`src/hw/sys_arr_macros.svh`:
```
`ifndef SYS_ARR_MACROS_SVH
`define SYS_ARR_MACROS_SVH

// array dimension, the engine computes one SA_N x SA_N product at a time
`define SA_N 4

// element width, every sum and product wraps at this width
`define SA_DATA_W 16

// iteration counter covers input, partial and drain steps
`define SA_ITER_W ($clog2(3 * `SA_N))

`endif

```
`src/hw/sys_arr_pkg.sv`:
```
`include "sys_arr_macros.svh"

package sys_arr_pkg;

    typedef logic signed [`SA_DATA_W-1:0] sa_elem_t;   // one matrix element
    typedef sa_elem_t [`SA_N-1:0] sa_row_t;            // element j at index j
    typedef logic [$clog2(`SA_N)-1:0] sa_idx_t;        // row number inside one GEMM

    // one row written by the host
    typedef struct packed {
        logic    en;
        sa_idx_t row_idx;
        sa_row_t data;
    } sa_load_t;

    typedef struct packed {
        logic mac_start;   // one grid step
        logic in_shift;    // input step, consume an input row
        logic ps_shift;    // partial step, pop product and partial rows
        logic add_start;   // drain step
        logic out_shift;   // drain step, pop a sum row
    } sa_ctrl_t;

    // one result row
    typedef struct packed {
        logic    valid;
        sa_idx_t row_idx;
        sa_row_t data;
    } sa_out_t;

    typedef enum logic [1:0] {
        PH_FREE,
        PH_INPUT,
        PH_PARTIAL,
        PH_DRAIN
    } sa_phase_e;

endpackage

```
`src/hw/sysarr_control_unit.sv`:
```
`timescale 1ns/10ps
`include "sys_arr_macros.svh"

module sysarr_control_unit import sys_arr_pkg::*; (
    input  logic     clk,
    input  logic     nRST,
    input  logic     stall,
    input  sa_load_t in_load,
    input  sa_load_t ps_load,
    output sa_ctrl_t ctrl,
    output logic     fifo_has_space,
    output logic     busy
);
    localparam int SLOTS = 3;   // GEMMs in flight at most

    typedef logic [`SA_ITER_W-1:0] iter_t;

    localparam iter_t   ITER_N    = iter_t'(`SA_N);
    localparam iter_t   ITER_2N   = iter_t'(2 * `SA_N);
    localparam iter_t   ITER_LAST = iter_t'(3 * `SA_N - 1);
    localparam sa_idx_t ROW_LAST  = sa_idx_t'(`SA_N - 1);

    iter_t [SLOTS-1:0] iter_q, iter_d;      // steps done per slot
    logic  [SLOTS-1:0] act_q, act_d;        // slot holds a GEMM
    sa_phase_e         phase [SLOTS];

    logic start_req;       // row 0 of a new GEMM is being written
    logic start_pend_q;    // row 0 arrived under stall, slot not yet taken
    logic start_take;

    logic [`SA_N-1:0] in_loaded_q, in_loaded_d;
    logic [`SA_N-1:0] ps_loaded_q, ps_loaded_d;
    logic             in_full_q, in_full_d;
    logic [1:0]       ps_full_q, ps_full_d;   // GEMMs whose partials are all in

    logic    in_act;
    logic    ps_act;
    logic    drain_act;
    iter_t   in_iter;
    iter_t   ps_iter;
    sa_idx_t in_k;
    sa_idx_t ps_k;
    logic    in_ok;
    logic    ps_ok;
    logic    fire;

    assign start_req = in_load.en && (in_load.row_idx == '0);

    always_comb begin
        for (int s = 0; s < SLOTS; s++) begin
            if (!act_q[s]) phase[s] = PH_FREE;
            else if (iter_q[s] < ITER_N) phase[s] = PH_INPUT;
            else if (iter_q[s] < ITER_2N) phase[s] = PH_PARTIAL;
            else phase[s] = PH_DRAIN;
        end
    end

    // oldest slot in each phase is the one furthest along
    always_comb begin
        in_act    = 1'b0;
        ps_act    = 1'b0;
        drain_act = 1'b0;
        in_iter   = '0;
        ps_iter   = '0;
        for (int s = 0; s < SLOTS; s++) begin
            if (phase[s] == PH_INPUT && (!in_act || iter_q[s] > in_iter)) begin
                in_act  = 1'b1;
                in_iter = iter_q[s];
            end
            if (phase[s] == PH_PARTIAL && (!ps_act || iter_q[s] > ps_iter)) begin
                ps_act  = 1'b1;
                ps_iter = iter_q[s];
            end
            if (phase[s] == PH_DRAIN) drain_act = 1'b1;
        end
    end

    assign in_k  = sa_idx_t'(in_iter);
    assign ps_k  = sa_idx_t'(ps_iter - ITER_N);
    assign in_ok = !in_act || in_loaded_q[in_k] || in_full_q;
    assign ps_ok = !ps_act || ps_loaded_q[ps_k] || (ps_full_q != 2'd0);
    assign fire  = (|act_q) && in_ok && ps_ok && !stall;   // one step moves every slot

    always_comb begin
        ctrl.mac_start = fire;
        ctrl.in_shift  = fire && in_act;
        ctrl.ps_shift  = fire && ps_act;
        ctrl.add_start = fire && drain_act;
        ctrl.out_shift = fire && drain_act;
    end

    always_comb begin
        iter_d     = iter_q;
        act_d      = act_q;
        start_take = 1'b0;
        for (int s = 0; s < SLOTS; s++) begin
            if (act_q[s] && fire) begin
                if (iter_q[s] == ITER_LAST) begin   // last drain step frees the slot
                    act_d[s]  = 1'b0;
                    iter_d[s] = '0;
                end else begin
                    iter_d[s] = iter_q[s] + 1'b1;
                end
            end
        end
        for (int s = 0; s < SLOTS; s++) begin
            if (!act_q[s] && !start_take && (start_req || start_pend_q) && !stall) begin
                act_d[s]   = 1'b1;
                iter_d[s]  = '0;
                start_take = 1'b1;
            end
        end
    end

    always_comb begin
        in_loaded_d = in_loaded_q;
        ps_loaded_d = ps_loaded_q;
        in_full_d   = in_full_q;
        ps_full_d   = ps_full_q;
        if (ctrl.in_shift && in_k == ROW_LAST) in_full_d = 1'b0;
        if (ctrl.ps_shift && ps_k == ROW_LAST) ps_full_d = ps_full_q - 1'b1;
        if (in_load.en) in_loaded_d[in_load.row_idx] = 1'b1;
        if (ps_load.en) ps_loaded_d[ps_load.row_idx] = 1'b1;
        // a complete set collapses into the flag so the map can track the next GEMM
        if (&in_loaded_d) begin
            in_full_d   = 1'b1;
            in_loaded_d = '0;
        end
        if (&ps_loaded_d) begin
            ps_full_d   = ps_full_d + 1'b1;
            ps_loaded_d = '0;
        end
    end

    always_ff @(posedge clk, negedge nRST) begin
        if (!nRST) begin
            iter_q       <= '0;
            act_q        <= '0;
            start_pend_q <= 1'b0;
            in_loaded_q  <= '0;
            ps_loaded_q  <= '0;
            in_full_q    <= 1'b0;
            ps_full_q    <= '0;
        end else begin
            iter_q       <= iter_d;
            act_q        <= act_d;
            start_pend_q <= (start_req || start_pend_q) && !start_take;
            in_loaded_q  <= in_loaded_d;
            ps_loaded_q  <= ps_loaded_d;
            in_full_q    <= in_full_d;
            ps_full_q    <= ps_full_d;
        end
    end

    // a new GEMM may start only once nothing still needs the input or partial rows
    assign fifo_has_space = !in_act && !ps_act && !start_pend_q;
    assign busy           = (|act_q) || start_pend_q;

endmodule

```
`config.mk`:
```
export PLATFORM = sky130hd
export DESIGN_NAME = sysarr_control_unit
export DESIGN_NICKNAME = d
export VERILOG_FILES = /design/src/hw/sys_arr_pkg.sv /design/src/hw/sysarr_control_unit.sv
export VERILOG_INCLUDE_DIRS = /design/src /design/src/hw
export SDC_FILE = /design/constraint.sdc
export NUM_CORES = 1
export LEC_CHECK = 0
export ABC_CLOCK_PERIOD_IN_PS = 4150
export BUFFER_PORTS_ARGS = -buffer_cell sky130_fd_sc_hd__buf_2
export CAP_MARGIN = 10
export CORE_MARGIN = 4
export CORE_UTILIZATION = 40
export CTS_CLUSTER_SIZE = 28
export DETAILED_ROUTE_END_ITERATION = 8
export PLACE_DENSITY_LB_ADDON = 0.08
export SYNTH_ARGS = -nofsm -noshare
export SYNTH_HDL_FRONTEND = slang
export SYNTH_SLANG_ARGS = --single-unit
```
`constraint.sdc`:
```
create_clock -name clk -period 4.15 [get_ports clk]
set_input_delay 0.415 -clock clk [delete_from_list [all_inputs] [get_ports clk]]
set_output_delay 0.415 -clock clk [all_outputs]
set_load 0.02 [all_outputs]
```
After elaboration in Yosys (flattened, before gate mapping)

Index checks and enable logic that the tools add are counted.
W data, S select, Z words.

Flip-flop bits (word level): 27
Output and inout port bits: 7

Add/subtract/negate cells: 6
Order comparisons: 16
Equality and inequality tests: 14
Multiplexer cells: 61
Bitwise gates (word level): 2
Reductions and logical operators: 68

Operators by type and width:

| kind                  | count |
|---|---|
| $mux W4               | 17 |
| $mux W1               | 30 |
| $logic_and A1 B1 Y1   | 29 |
| $mux W2               | 10 |
| $eq A2 B2 Y1 const B  | 8 |
| $gt A4 B4 Y1          | 4 |
| $reduce_bool A2 Y1    | 8 |
| $logic_not A1 Y1      | 14 |
| $add A4 B1 Y4 const B | 3 |
| $eq A4 B4 Y1 const B  | 3 |
| $lt A2 B3 Y1 const B  | 4 |
| $lt A4 B3 Y1 const B  | 3 |
| $lt A4 B4 Y1 const B  | 3 |
| $logic_or A1 B1 Y1    | 10 |
| $or A4 B4 Y4          | 2 |
| $reduce_and A4 Y1     | 2 |
| $eq A2 B1 Y1 const B  | 3 |
| $reduce_and A2 Y1     | 3 |
| $bmux W1 S2           | 2 |
| $demux W1 S2          | 2 |
| $ge A2 B1 Y1 const B  | 2 |
| $sub A2 B1 Y2 const B | 2 |
| $reduce_or A3 Y1      | 1 |
| $add A2 B1 Y2 const B | 1 |
| $logic_not A2 Y1      | 1 |

Logic depth before layout (Yosys ltp)

Gate-level depths: netlist of run 1.

Depth after elaboration: 26
Gate-level depth with buffers: 22
Mapped depth without buffers: 20

Worst setup path after synthesis of run 1

OpenSTA, ideal clock, no wires.

Path type: flip-flop to output port
Start: register act_q[0]
End: output ctrl[1] (netlist name)
Data arrival time: 4.144 ns
Data required time: 3.735 ns
Slack: -0.409 ns
Cell stages (with the launch flop): 21
Cell sequence: dfrtp_1 > buf_2 > nor3b_2 > and2_1 > inv_1 > ha_1 > nor2b_1 > o311ai_1 > o21ai_1 > a32oi_2 > ha_1 > nor2b_1 > o21ai_0 > a21oi_1 > nor2_1 > o31ai_1 > a2111oi_4 > o211ai_4 > buf_2 > nor2_1 > buf_4

RTL lines:

| element                | RTL line                   | source |
|---|---|---|
| from (decl)            | sysarr_control_unit.sv:24  | `logic [SLOTS-1:0] act_q, act_d;` |
| from (signal assigned) | sysarr_control_unit.sv:146 | `act_q <= act_d;` |
| to (decl)              | sysarr_control_unit.sv:10  | `output sa_ctrl_t ctrl,` |

==> results of run 1 <==
[state kept, by name, indices dropped and copies added (netlist names)]
register      count
act_q             3
ps_loaded_q       4
in_loaded_q       4
ps_full_q         2
iter_q           12
start_pend_q      1
in_full_q         1
[worst max-delay path by stage]
stage | from | to | slack [ps] | cells past startpoint
6_report | iter_q[3]$_DFFE_PN0P_ | ctrl[0] | -410 | 18
5_1_grt | iter_q[3]$_DFFE_PN0P_ | ctrl[0] | -610 | 18
4_1_cts | iter_q[2]$_DFFE_PN0P_ | ctrl[0] | -390 | 18
3_5_place_dp | iter_q[3]$_DFFE_PN0P_ | ctrl[0] | -240 | 19
3_3_place_gp | iter_q[3]$_DFFE_PN0P_ | ctrl[0] | -220 | 19
2_1_floorplan | iter_q[3]$_DFFE_PN0P_ | ctrl[1] | -30 | 18
[what timing repair did]
action | 4_1_cts | 5_1_grt
setup buffers | 7 | 9
endpoints found under the setup margin | 19 | 23
hold endpoints to repair | 0 | 0
resized for setup | 20 | 51
pin swaps | 11 | 22
[worst register-to-register path: cells and delay by family, from the launching register on]
family	cells	cell delay, ps
simple gates	8	1600
fa+ha+maj	2	460
flops	1	440
buf+inv	5	680
compound gates	7	1310
[report_power, final]
group | switching [mW] | total [mW] | internal, mW
logic | 1.17 | 2.39 | 1.22
registers | 0.182 | 0.571 | 0.389
clock network | 0.0969 | 0.168 | 0.0708
[layout make-up]
cell class	instances	area, sq um	share of cell area
clock buffer	3	41.3	0.0129
tap	72	90.1	0.0281
sequential	27	676	0.211
inverter	16	62.6	0.0195
timing repair buffer	61	485	0.152
clock inverter	1	8.76	0.00274
multi-input combinational	233	1840	0.574
[Yosys cell counts (all sizes together) (3+ instances only)]
cell,n
nand3,7
a32o,3
mux2,3
o211ai,7
nand3b,3
a21oi,12
nor3,7
nand2b,3
mux2i,10
nor2b,3
a21o,5
inv,16
nand4,4
a211oi,3
nor2,28
and2,5
ha,20
o21ai,17
nor3b,3
xnor2,3
o21a,4
dfrtp,27
o31ai,4
nand2,37
a31oi,8
clkbuf,8
buf,5
[per-layer routing]
metal  part of all wire  up-vias
met2               0.47       30
met3              0.029        8
met5                  0        -
met1               0.49     1097
li1                   -     1148
met4              0.012        0
[cells by family after synthesis]
kind of cell,share of synthesized area
buf+inv,0.0520
simple gates,0.245
flops,0.287
other cells,0.00159
compound gates,0.236
fa+ha+maj,0.106
xor+xnor,0.0149
mux,0.0568
==> summary.txt, run 1 <==
Synthesis
  – Asr flop ratio synth: 1.00
  – Top cells by area, synth: dfrtp_1, ha_1, nand2_1
  – Post-synth EDFFs: 0
  – Share of the synthesized area in the top cell type: 0.287
  – Seq/Total Area, Yosys: 0.287
  – Gate Count Post-Synth: 284
  – Synth unique cells: 61
  – Seq cells post-synth: 27
  – Top FF cell, synth: dfrtp_1
  – Synth Warn #: 0
  – Mapped Area: 0.00236 sq mm
  – Mean post-synth cell area: 8.30 sq um
  – Yosys top cell by area: dfrtp_1

Finish
  – Final instance area: 0.00320 sq mm
  – Syn-to-layout area delta: 35.8%
  – Most frequent cells in the layout: buf_4, nand2_1, dfrtp_1, nor2_1, ha_1
  – Non-filler instance count after layout: 413
  – Util after Layout: 0.571
  – Nets: 499
  – Share of layout cells above drive strength 1: 0.334
  – Fill count: 514
  – Most common cell after layout, fill and taps aside: buf_4
  – Antenna diode count: 0

Worst setup path
  – Critical path required time: 3730 ps
  – Crit path buffers/inverters: 3
  – R2r startpoint: iter_q[3]$_DFFE_PN0P_
  – Worst path cell trace: nor3b_4 -> and2_4 -> inv_4 -> ha_4 -> nor2b_4 -> o311ai_4 -> or3b_1 -> a32oi_2 -> ha_1 -> nor2b_1 -> o21ai_1 -> a21oi_2 -> o21a_1 -> o31a_4 -> o211ai_4 -> buf_6 -> nor2_4 -> buf_6
  – CP peak stage delay: 440 ps
  – Reg-to-reg endpoint: iter_q[0]$_DFFE_PN0P_
  – Startpoint types: flip-flop
  – Critical path class: reg2out
  – CP endpoint kind: output port
  – Top fanout value on the critical path: 7
  – Reg2Reg Depth: 22
  – Top cell by count, worst path: buf_6
  – Crit-path slowest cell: dfrtp_1
  – Family with the most delay on the worst path: compound AO/OA/AOI/OAI gates
  – Reg2reg setup slack: -400 ps
  – CP arrival: 4150 ps

Detailed routing
  – Vias per Instance: 5.53
  – Iter 0 DRT Violations: 102
  – Vias: 2283
  – Drt total wl: 6370 um
  – Routed WL per cell: 15.4 um
  – Routed Antenna Nets: 0
  – DRC: 0
  – Drt first pass iters: 4

Timing
  – Setup TNS: -3650 ps
  – Hold_ws: 146 ps
  – Final Setup Violations: 17
  – Period utilisation layout: 1.10
  – Hold Fails Final Rpt: 0
  – Worst Skew: 3.27 ps
  – Unrepaired setup endpoints after global routing: true
  – Fmax: 219 MHz
  – Slew @ Worst Pin: 652 ps
  – Max Transition Viols Final: 0
  – Post-route setup slack: -414 ps
  – Post-route minimum period: 4560 ps
  – Slew HR: 0.562

Power and ir drop
  – Peak VDD IR: 0.384 mV
  – PnR Total Power: 3.13 mW
  – PwrDens: 977 mW/mm^2
  – Leak: 1.47 nW

Floorplan
  – Die H: 84.7 um
  – Cell row count: 27
  – Core Area: 0.00561 sq mm
  – Die ar.: 0.00718 sq mm
  – Initial Utilization: 0.420
  – Top-Level Pins: 144
  – Die width: 84.7 um

Global route
  – Met1 GRT Util: 0.249
  – Vias in the first global route: 2212
  – First-pass GRT wire length: 10400 um
  – GRT overflow: 0
  – M2 GR Usage: 0.289
  – Largest net degree at the start of global routing: 28
  – Initial antenna violation count: 0
  – Tot GR Track Use: 0.176
  – Gr busiest metal: met2
  – Grt met3 use: 0.0294

Placed design
  – HPWL Detailed: 4460 um
  – Pre-CTS setup slack: -235 ps
  – Placed Cells: 395
  – RePlAce Congestion: 0.839
  – DP Area: 0.00274 sq mm
  – I/O Buffers: 15

Clock tree
  – CTS Buffer Depth: 2
  – CTS H-tree lvls: 1
  – CTS tree: done
  – Clock slew at reported path FFs: 110 ps
  – Clk Latency, worst-skew pair: 280 ps
  – Clock Sinks: 27
  – Hold_buf cts: 0
  – CTS root buf: clkbuf_8
  – CTS buffer count: 3

Hold path
  – HP Class: in2async

Outcome
  – Failing checks: negative setup slack
  – Status: complete, but fails checks

Run
  – Max-Cap Viols: 0
(Power assumes the default switching activity.)
==> run 2: changes to the inputs <==
SETUP_SLACK_MARGIN = 0.2   (was default)
SKIP_CTS_REPAIR_TIMING = 1   (was default)
==> run 2 against run 1 <==
Cell count is 1.2% lower. Sequential power hardly changed. Sequential share of layout area is 0.75 points higher. The flow still finishes with violations (negative setup slack). Setup slack better by 45 ps. Register-to-register slack better by 180 ps. Clock skew is 4.4 ps higher. Largest power group unchanged. Final area is 3.4% lower.
==> summary.txt, run 2 (synthesis gave the netlist of run 1 again) <==
Detailed routing
  – Vias: 2268 (was 2283)
  – DRC: 0 (unchanged)
  – Iter 0 DRT Violations: 140 (was 102)
  – Drt total wl: 6530 um (was 6370 um)
  – Drt first pass iters: 4 (unchanged)
  – Vias per Instance: 5.56 (was 5.53)
  – Routed WL per cell: 16.0 um (was 15.4 um)
  – Routed Antenna Nets: 0 (unchanged)

Timing
  – Slew HR: 0.529 (was 0.562)
  – Hold_ws: 148 ps (was 146 ps)
  – Worst Skew: 7.69 ps (was 3.27 ps)
  – Post-route setup slack: -369 ps (was -414 ps)
  – Hold Fails Final Rpt: 0 (unchanged)
  – Max Transition Viols Final: 0 (unchanged)
  – Final Setup Violations: 18 (was 17)
  – Post-route minimum period: 4520 ps (was 4560 ps)
  – Unrepaired setup endpoints after global routing: true (unchanged)
  – Fmax: 221 MHz (was 219 MHz)
  – Slew @ Worst Pin: 701 ps (was 652 ps)
  – Period utilisation layout: 1.09 (was 1.10)
  – Setup TNS: -3570 ps (was -3650 ps)

Finish
  – Fill count: 540 (was 514)
  – Nets: 494 (was 499)
  – Most frequent cells in the layout: buf_4, nand2_1, dfrtp_1, nor2_1, ha_1 (unchanged)
  – Most common cell after layout, fill and taps aside: buf_4 (unchanged)
  – Syn-to-layout area delta: 31.2% (was 35.8%)
  – Share of layout cells above drive strength 1: 0.307 (was 0.334)
  – Antenna diode count: 0 (unchanged)
  – Max reg flops: 12 (unchanged)
  – Reg with most FFs: iter_q (unchanged)
  – Non-filler instance count after layout: 408 (was 413)
  – Largest regs: iter_q: 12 flops, in_loaded_q: 4 flops, ps_loaded_q: 4 flops (unchanged)
  – Final instance area: 0.00309 sq mm (was 0.00320 sq mm)

Clock tree
  – CTS buffer count: 3 (unchanged)
  – CTS H-tree lvls: 1 (unchanged)
  – Clk Latency, worst-skew pair: 290 ps (was 280 ps)
  – CTS tree: done (unchanged)
  – CTS Buffer Depth: 2 (unchanged)
  – CTS root buf: clkbuf_8 (unchanged)
  – Clock Sinks: 27 (unchanged)
  – Clock slew at reported path FFs: 110 ps (about the same)

Worst setup path
  – R2r startpoint: iter_q[3]$_DFFE_PN0P_ (unchanged)
  – Worst path cell trace: nor3b_4 -> and2_4 -> inv_2 -> ha_4 -> nor2b_4 -> o311ai_4 -> or3b_1 -> a32oi_2 -> ha_1 -> nor2b_1 -> o21ai_1 -> a21oi_2 -> o21a_1 -> o31a_2 -> o211ai_4 -> inv_2 -> buf_6 (was nor3b_4 -> and2_4 -> inv_4 -> ha_4 -> nor2b_4 -> o311ai_4 -> or3b_1 -> a32oi_2 -> ha_1 -> nor2b_1 -> o21ai_1 -> a21oi_2 -> o21a_1 -> o31a_4 -> o211ai_4 -> buf_6 -> nor2_4 -> buf_6)
  – Top fanout value on the critical path: 5 (was 7)
  – Crit-path slowest cell: dfrtp_1 (unchanged)
  – Critical path class: reg2out (unchanged)
  – Reg-to-reg endpoint: iter_q[0]$_DFFE_PN0P_ (unchanged)
  – CP peak stage delay: 430 ps (was 440 ps)
  – Top cell by count, worst path: inv_2 (was buf_6)
  – CP endpoint kind: output port (unchanged)
  – Critical path required time: 3730 ps (about the same)
  – Reg2Reg Depth: 20 (was 22)
  – Startpoint types: flip-flop (unchanged)
  – Reg2reg setup slack: -220 ps (was -400 ps)
  – CP arrival: 4100 ps (was 4150 ps)

Floorplan
  – Core Area: 0.00561 sq mm (unchanged)
  – Die width: 84.7 um (unchanged)
  – Initial Utilization: 0.420 (unchanged)
  – Die H: 84.7 um (unchanged)
  – Top-Level Pins: 144 (unchanged)
  – Die ar.: 0.00718 sq mm (unchanged)
  – Cell row count: 27 (unchanged)

Placed design
  – Placed Cells: 391 (was 395)
  – I/O Buffers: 15 (unchanged)
  – RePlAce Congestion: 0.829 (was 0.839)
  – DP Area: 0.00274 sq mm (about the same)
  – HPWL Detailed: 4600 um (was 4460 um)

Outcome
  – Status: complete, but fails checks (unchanged)
  – Failing checks: negative setup slack (unchanged)

Global route
  – GRT overflow: 0 (unchanged)
  – Vias in the first global route: 2088 (was 2212)
  – Tot GR Track Use: 0.174 (was 0.176)
  – Initial antenna violation count: 0 (unchanged)
  – Largest net degree at the start of global routing: 28 (unchanged)
  – First-pass GRT wire length: 10200 um (was 10400 um)

Power and ir drop
  – Peak VDD IR: 0.471 mV (was 0.384 mV)
  – Leak: 1.40 nW (was 1.47 nW)
  – PwrDens: 962 mW/mm^2 (was 977 mW/mm^2)

Hold path
  – HP Class: in2async (unchanged)

Run
  – Max-Cap Viols: 0 (unchanged)
run 2: changes by cell type in the layout (fill, tap and decap cells not counted), moves of 2 or more:
| cell | previous run | this run |
|---|---|---|
| buf_6 | 14 | 9 |
| o31ai_1 | 2 | 4 |
| a21oi_4 | 0 | 2 |
| a21oi_2 | 4 | 2 |
| o31ai_2 | 2 | 0 |
run 2: critical path: cells and delay by family (launching register included):
kind	cells	cell delay [ps]
flip-flops	1	430
AND/OR/NAND/NOR	5	1070
buffers and inverters	3	300
adder cells (fa/ha/maj)	2	550
AO/OA/AOI/OAI	7	1450
run 2: metrics by stage:
step | power, mW | utilization | setup WS [ps]
final | 2.97 | 0.551 | -369
after global routing | 3.23 | 0.551 | -586
after CTS | 2.52 | 0.497 | -577
after detailed placement | 2.34 | 0.488 | -223
after global placement | 2.31 | 0.488 | -216
after floorplan | 1.82 | - | 4.32
run 2: power by group:
group | internal (mW) | switching (mW)
logic | 1.09 | 1.14
clock network | 0.0710 | 0.102
registers | 0.389 | 0.180
run 2: worst max-delay path by stage:
| stage | from | to | slack (ps) |
|---|---|---|---|
| after floorplan | iter_q[3]$_DFFE_PN0P_ | ctrl[1] | 4 |
| after CTS | iter_q[3]$_DFFE_PN0P_ | ctrl[4] | -580 |
| after global routing | iter_q[3]$_DFFE_PN0P_ | ctrl[2] | -590 |
| after detailed placement | iter_q[3]$_DFFE_PN0P_ | iter_q[4]$_DFFE_PN0P_ | -220 |
| final | iter_q[2]$_DFFE_PN0P_ | ctrl[4] | -370 |
| after global placement | iter_q[3]$_DFFE_PN0P_ | ctrl[2] | -220 |
run 2: area by class of cell:
cell class	instances	area [sq um]	share of cell area
multi-input cells	234	1790	0.580
flip-flops and latches	27	676	0.219
repair buffers	55	422	0.136
well taps	72	90.1	0.0291
inverters	16	60.1	0.0194
clock buffers	3	41.3	0.0134
clock inverters	1	8.76	0.00283
run 2: per-layer routing:
metal  up-vias  track usage  part of all wire
met3        10       0.0314             0.039
met2        42        0.275              0.47
met5         -            0                 0
met1      1072        0.245              0.48
met4         0       0.0403             0.018
li1       1144            -                 -
==> run 3: changes to the inputs <==
CAP_MARGIN = 20   (was 10)
PLACE_DENSITY = 0.78   (was default)
PLACE_DENSITY_LB_ADDON = default   (was 0.08)
==> run 3 against run 2 <==
Setup slack worse by 97 ps. Highest routed layer unchanged. Via count up 2.1%. Largest cell class unchanged. Die area unchanged. Cell count up 0.25%. Clock skew down 2.3 ps. Clock power down 9.8%. Total power down 3.0%. The flow still finishes with violations (negative setup slack). Utilization down 0.49 points.
==> summary.txt, run 3 (synthesis gave the netlist of run 1 again) <==
Outcome
  – Status: complete, but fails checks (unchanged)
  – Failing checks: negative setup slack (unchanged)

Global route
  – Largest net degree at the start of global routing: 28 (unchanged)
  – First-pass GRT wire length: 9580 um (was 10200 um)
  – Vias in the first global route: 2045 (was 2088)
  – GRT overflow: 0 (unchanged)
  – Initial antenna violation count: 0 (unchanged)
  – Tot GR Track Use: 0.160 (was 0.174)

Timing
  – Post-route setup slack: -466 ps (was -369 ps)
  – Slew @ Worst Pin: 640 ps (was 701 ps)
  – Unrepaired setup endpoints after global routing: true (unchanged)
  – Hold Fails Final Rpt: 0 (unchanged)
  – Period utilisation layout: 1.11 (was 1.09)
  – Hold_ws: 149 ps (was 148 ps)
  – Final Setup Violations: 22 (was 18)
  – Slew HR: 0.574 (was 0.529)
  – Fmax: 217 MHz (was 221 MHz)
  – Worst Skew: 5.38 ps (was 7.69 ps)
  – Max Transition Viols Final: 0 (unchanged)
  – Post-route minimum period: 4620 ps (was 4520 ps)

Clock tree
  – Clock slew at reported path FFs: 100 ps (was 110 ps)
  – Clock Sinks: 27 (unchanged)
  – Clk Latency, worst-skew pair: 280 ps (was 290 ps)
  – CTS buffer count: 3 (unchanged)
  – CTS tree: done (unchanged)
  – CTS H-tree lvls: 1 (unchanged)
  – CTS root buf: clkbuf_8 (unchanged)
  – CTS Buffer Depth: 2 (unchanged)

Finish
  – Util after Layout: 0.546 (was 0.551)
  – Max reg flops: 12 (unchanged)
  – Fill count: 509 (was 540)
  – Share of layout cells above drive strength 1: 0.294 (was 0.307)
  – Nets: 495 (was 494)
  – Most frequent cells in the layout: nand2_1, buf_4, dfrtp_1, nor2_1, ha_1 (was buf_4, nand2_1, dfrtp_1, nor2_1, ha_1)
  – Antenna diode count: 0 (unchanged)
  – Syn-to-layout area delta: 30.0% (was 31.2%)
  – Largest regs: iter_q: 12 flops, in_loaded_q: 4 flops, ps_loaded_q: 4 flops (unchanged)
  – Reg with most FFs: iter_q (unchanged)
  – Most common cell after layout, fill and taps aside: nand2_1 (was buf_4)

Detailed routing
  – Iter 0 DRT Violations: 135 (was 140)
  – Drt first pass iters: 4 (unchanged)
  – Routed Antenna Nets: 0 (unchanged)
  – Routed WL per cell: 14.7 um (was 16.0 um)
  – Vias: 2315 (was 2268)
  – Drt total wl: 6010 um (was 6530 um)
  – Vias per Instance: 5.66 (was 5.56)
  – DRC: 0 (unchanged)

Power and ir drop
  – PnR Total Power: 2.88 mW (was 2.97 mW)
  – Peak VDD IR: 0.556 mV (was 0.471 mV)
  – PwrDens: 942 mW/mm^2 (was 962 mW/mm^2)
  – Leak: 1.41 nW (was 1.40 nW)

Placed design
  – RePlAce Congestion: 0.842 (was 0.829)
  – I/O Buffers: 15 (unchanged)
  – HPWL Detailed: 4410 um (was 4600 um)
  – Pre-CTS setup slack: -213 ps (was -223 ps)

Worst setup path
  – Crit-path slowest cell: a2111oi_4 (was dfrtp_1)
  – Startpoint types: flip-flop (unchanged)
  – Critical path class: reg2out (unchanged)
  – CP endpoint kind: output port (unchanged)
  – CP arrival: 4200 ps (was 4100 ps)
  – CP peak stage delay: 400 ps (was 430 ps)
  – Worst path cell trace: buf_6 -> nor3b_4 -> and2_4 -> inv_2 -> ha_4 -> nor2b_4 -> o311ai_4 -> or3b_4 -> a32oi_2 -> ha_1 -> nor2b_1 -> o21ai_1 -> a21oi_2 -> nor2_1 -> o31ai_2 -> a2111oi_4 -> o211ai_4 -> a21oi_4 -> buf_6 (was nor3b_4 -> and2_4 -> inv_2 -> ha_4 -> nor2b_4 -> o311ai_4 -> or3b_1 -> a32oi_2 -> ha_1 -> nor2b_1 -> o21ai_1 -> a21oi_2 -> o21a_1 -> o31a_2 -> o211ai_4 -> inv_2 -> buf_6)
  – Top cell by count, worst path: buf_6 (was inv_2)
  – Top fanout value on the critical path: 8 (was 5)
  – Critical path required time: 3730 ps (about the same)

Floorplan
  – Top-Level Pins: 144 (unchanged)
  – Initial Utilization: 0.420 (unchanged)
  – Core Area: 0.00561 sq mm (unchanged)
  – Die width: 84.7 um (unchanged)
  – Die H: 84.7 um (unchanged)
  – Cell row count: 27 (unchanged)
  – Die ar.: 0.00718 sq mm (unchanged)

Hold path
  – HP Class: in2async (unchanged)

Run
  – Max-Cap Viols: 0 (unchanged)
==> run 3: path summary, 6_finish.rpt <==
| path | end | cells past startpoint | slack [ps] | from |
|---|---|---|---|---|
| worst max-delay path | ctrl[2] | 19 | -470 | iter_q[3]$_DFFE_PN0P_ |
| worst min-delay path | iter_q[3]$_DFFE_PN0P_ | 1 | 150 | nRST |
| worst max register to register | iter_q[10]$_DFFE_PN0P_ | 22 | -460 | iter_q[3]$_DFFE_PN0P_ |
| worst min register to register | ps_loaded_q[0]$_DFF_PN0_ | 2 | 560 | ps_loaded_q[0]$_DFF_PN0_ |
| max in group asynchronous | iter_q[11]$_DFFE_PN0P_ | 1 | 3590 | nRST |
| min in group clk | start_pend_q$_DFF_PN0_ | 3 | 410 | stall |
==> run 3: layout make-up <==
cell class / instances / area (sq um) / area share
clock inverters: 1 / 5.00 / 0.00163
multi-input cells: 233 / 1740 / 0.568
well taps: 72 / 90.1 / 0.0294
inverters: 16 / 60.1 / 0.0196
clock buffers: 3 / 41.3 / 0.0135
flip-flops and latches: 27 / 676 / 0.221
repair buffers: 57 / 452 / 0.147
==> run 3: routing by layer <==
metal	track usage	routed length, um	up-vias
met1	0.223	2870	1111
li1	-	-	1146
met5	0	0	-
met3	0.0245	223	6
met2	0.265	2860	52
met4	0.0273	59	0
==> run 3: worst max-delay path, delay by kind of cell, from the launching register on <==
kind	cells	cell delay, ps
AO/OA/AOI/OAI	8	1530
adder cells (fa/ha/maj)	2	530
buffers and inverters	3	310
flip-flops	1	390
AND/OR/NAND/NOR	6	1160
==> run 3: stage by stage <==
| stage | std cells | setup TNS [ps] | cell area [sq um] |
|---|---|---|---|
| detailed placement | 395 | -1760 | 2770 |
| global placement | 395 | -975 | 2770 |
| finish | 409 | -5400 | 3060 |
| CTS | 399 | -3920 | 2810 |
| global route | 409 | -8620 | 3060 |
| floorplan | 289 | 0 | 2440 |
==> run 3: report_power, final <==
| part | internal [mW] | switching (mW) |
|---|---|---|
| Clock | 0.0675 | 0.0885 |
| Sequential | 0.389 | 0.176 |
| Combinational | 1.09 | 1.07 |
| Total | 1.55 | 1.34 |
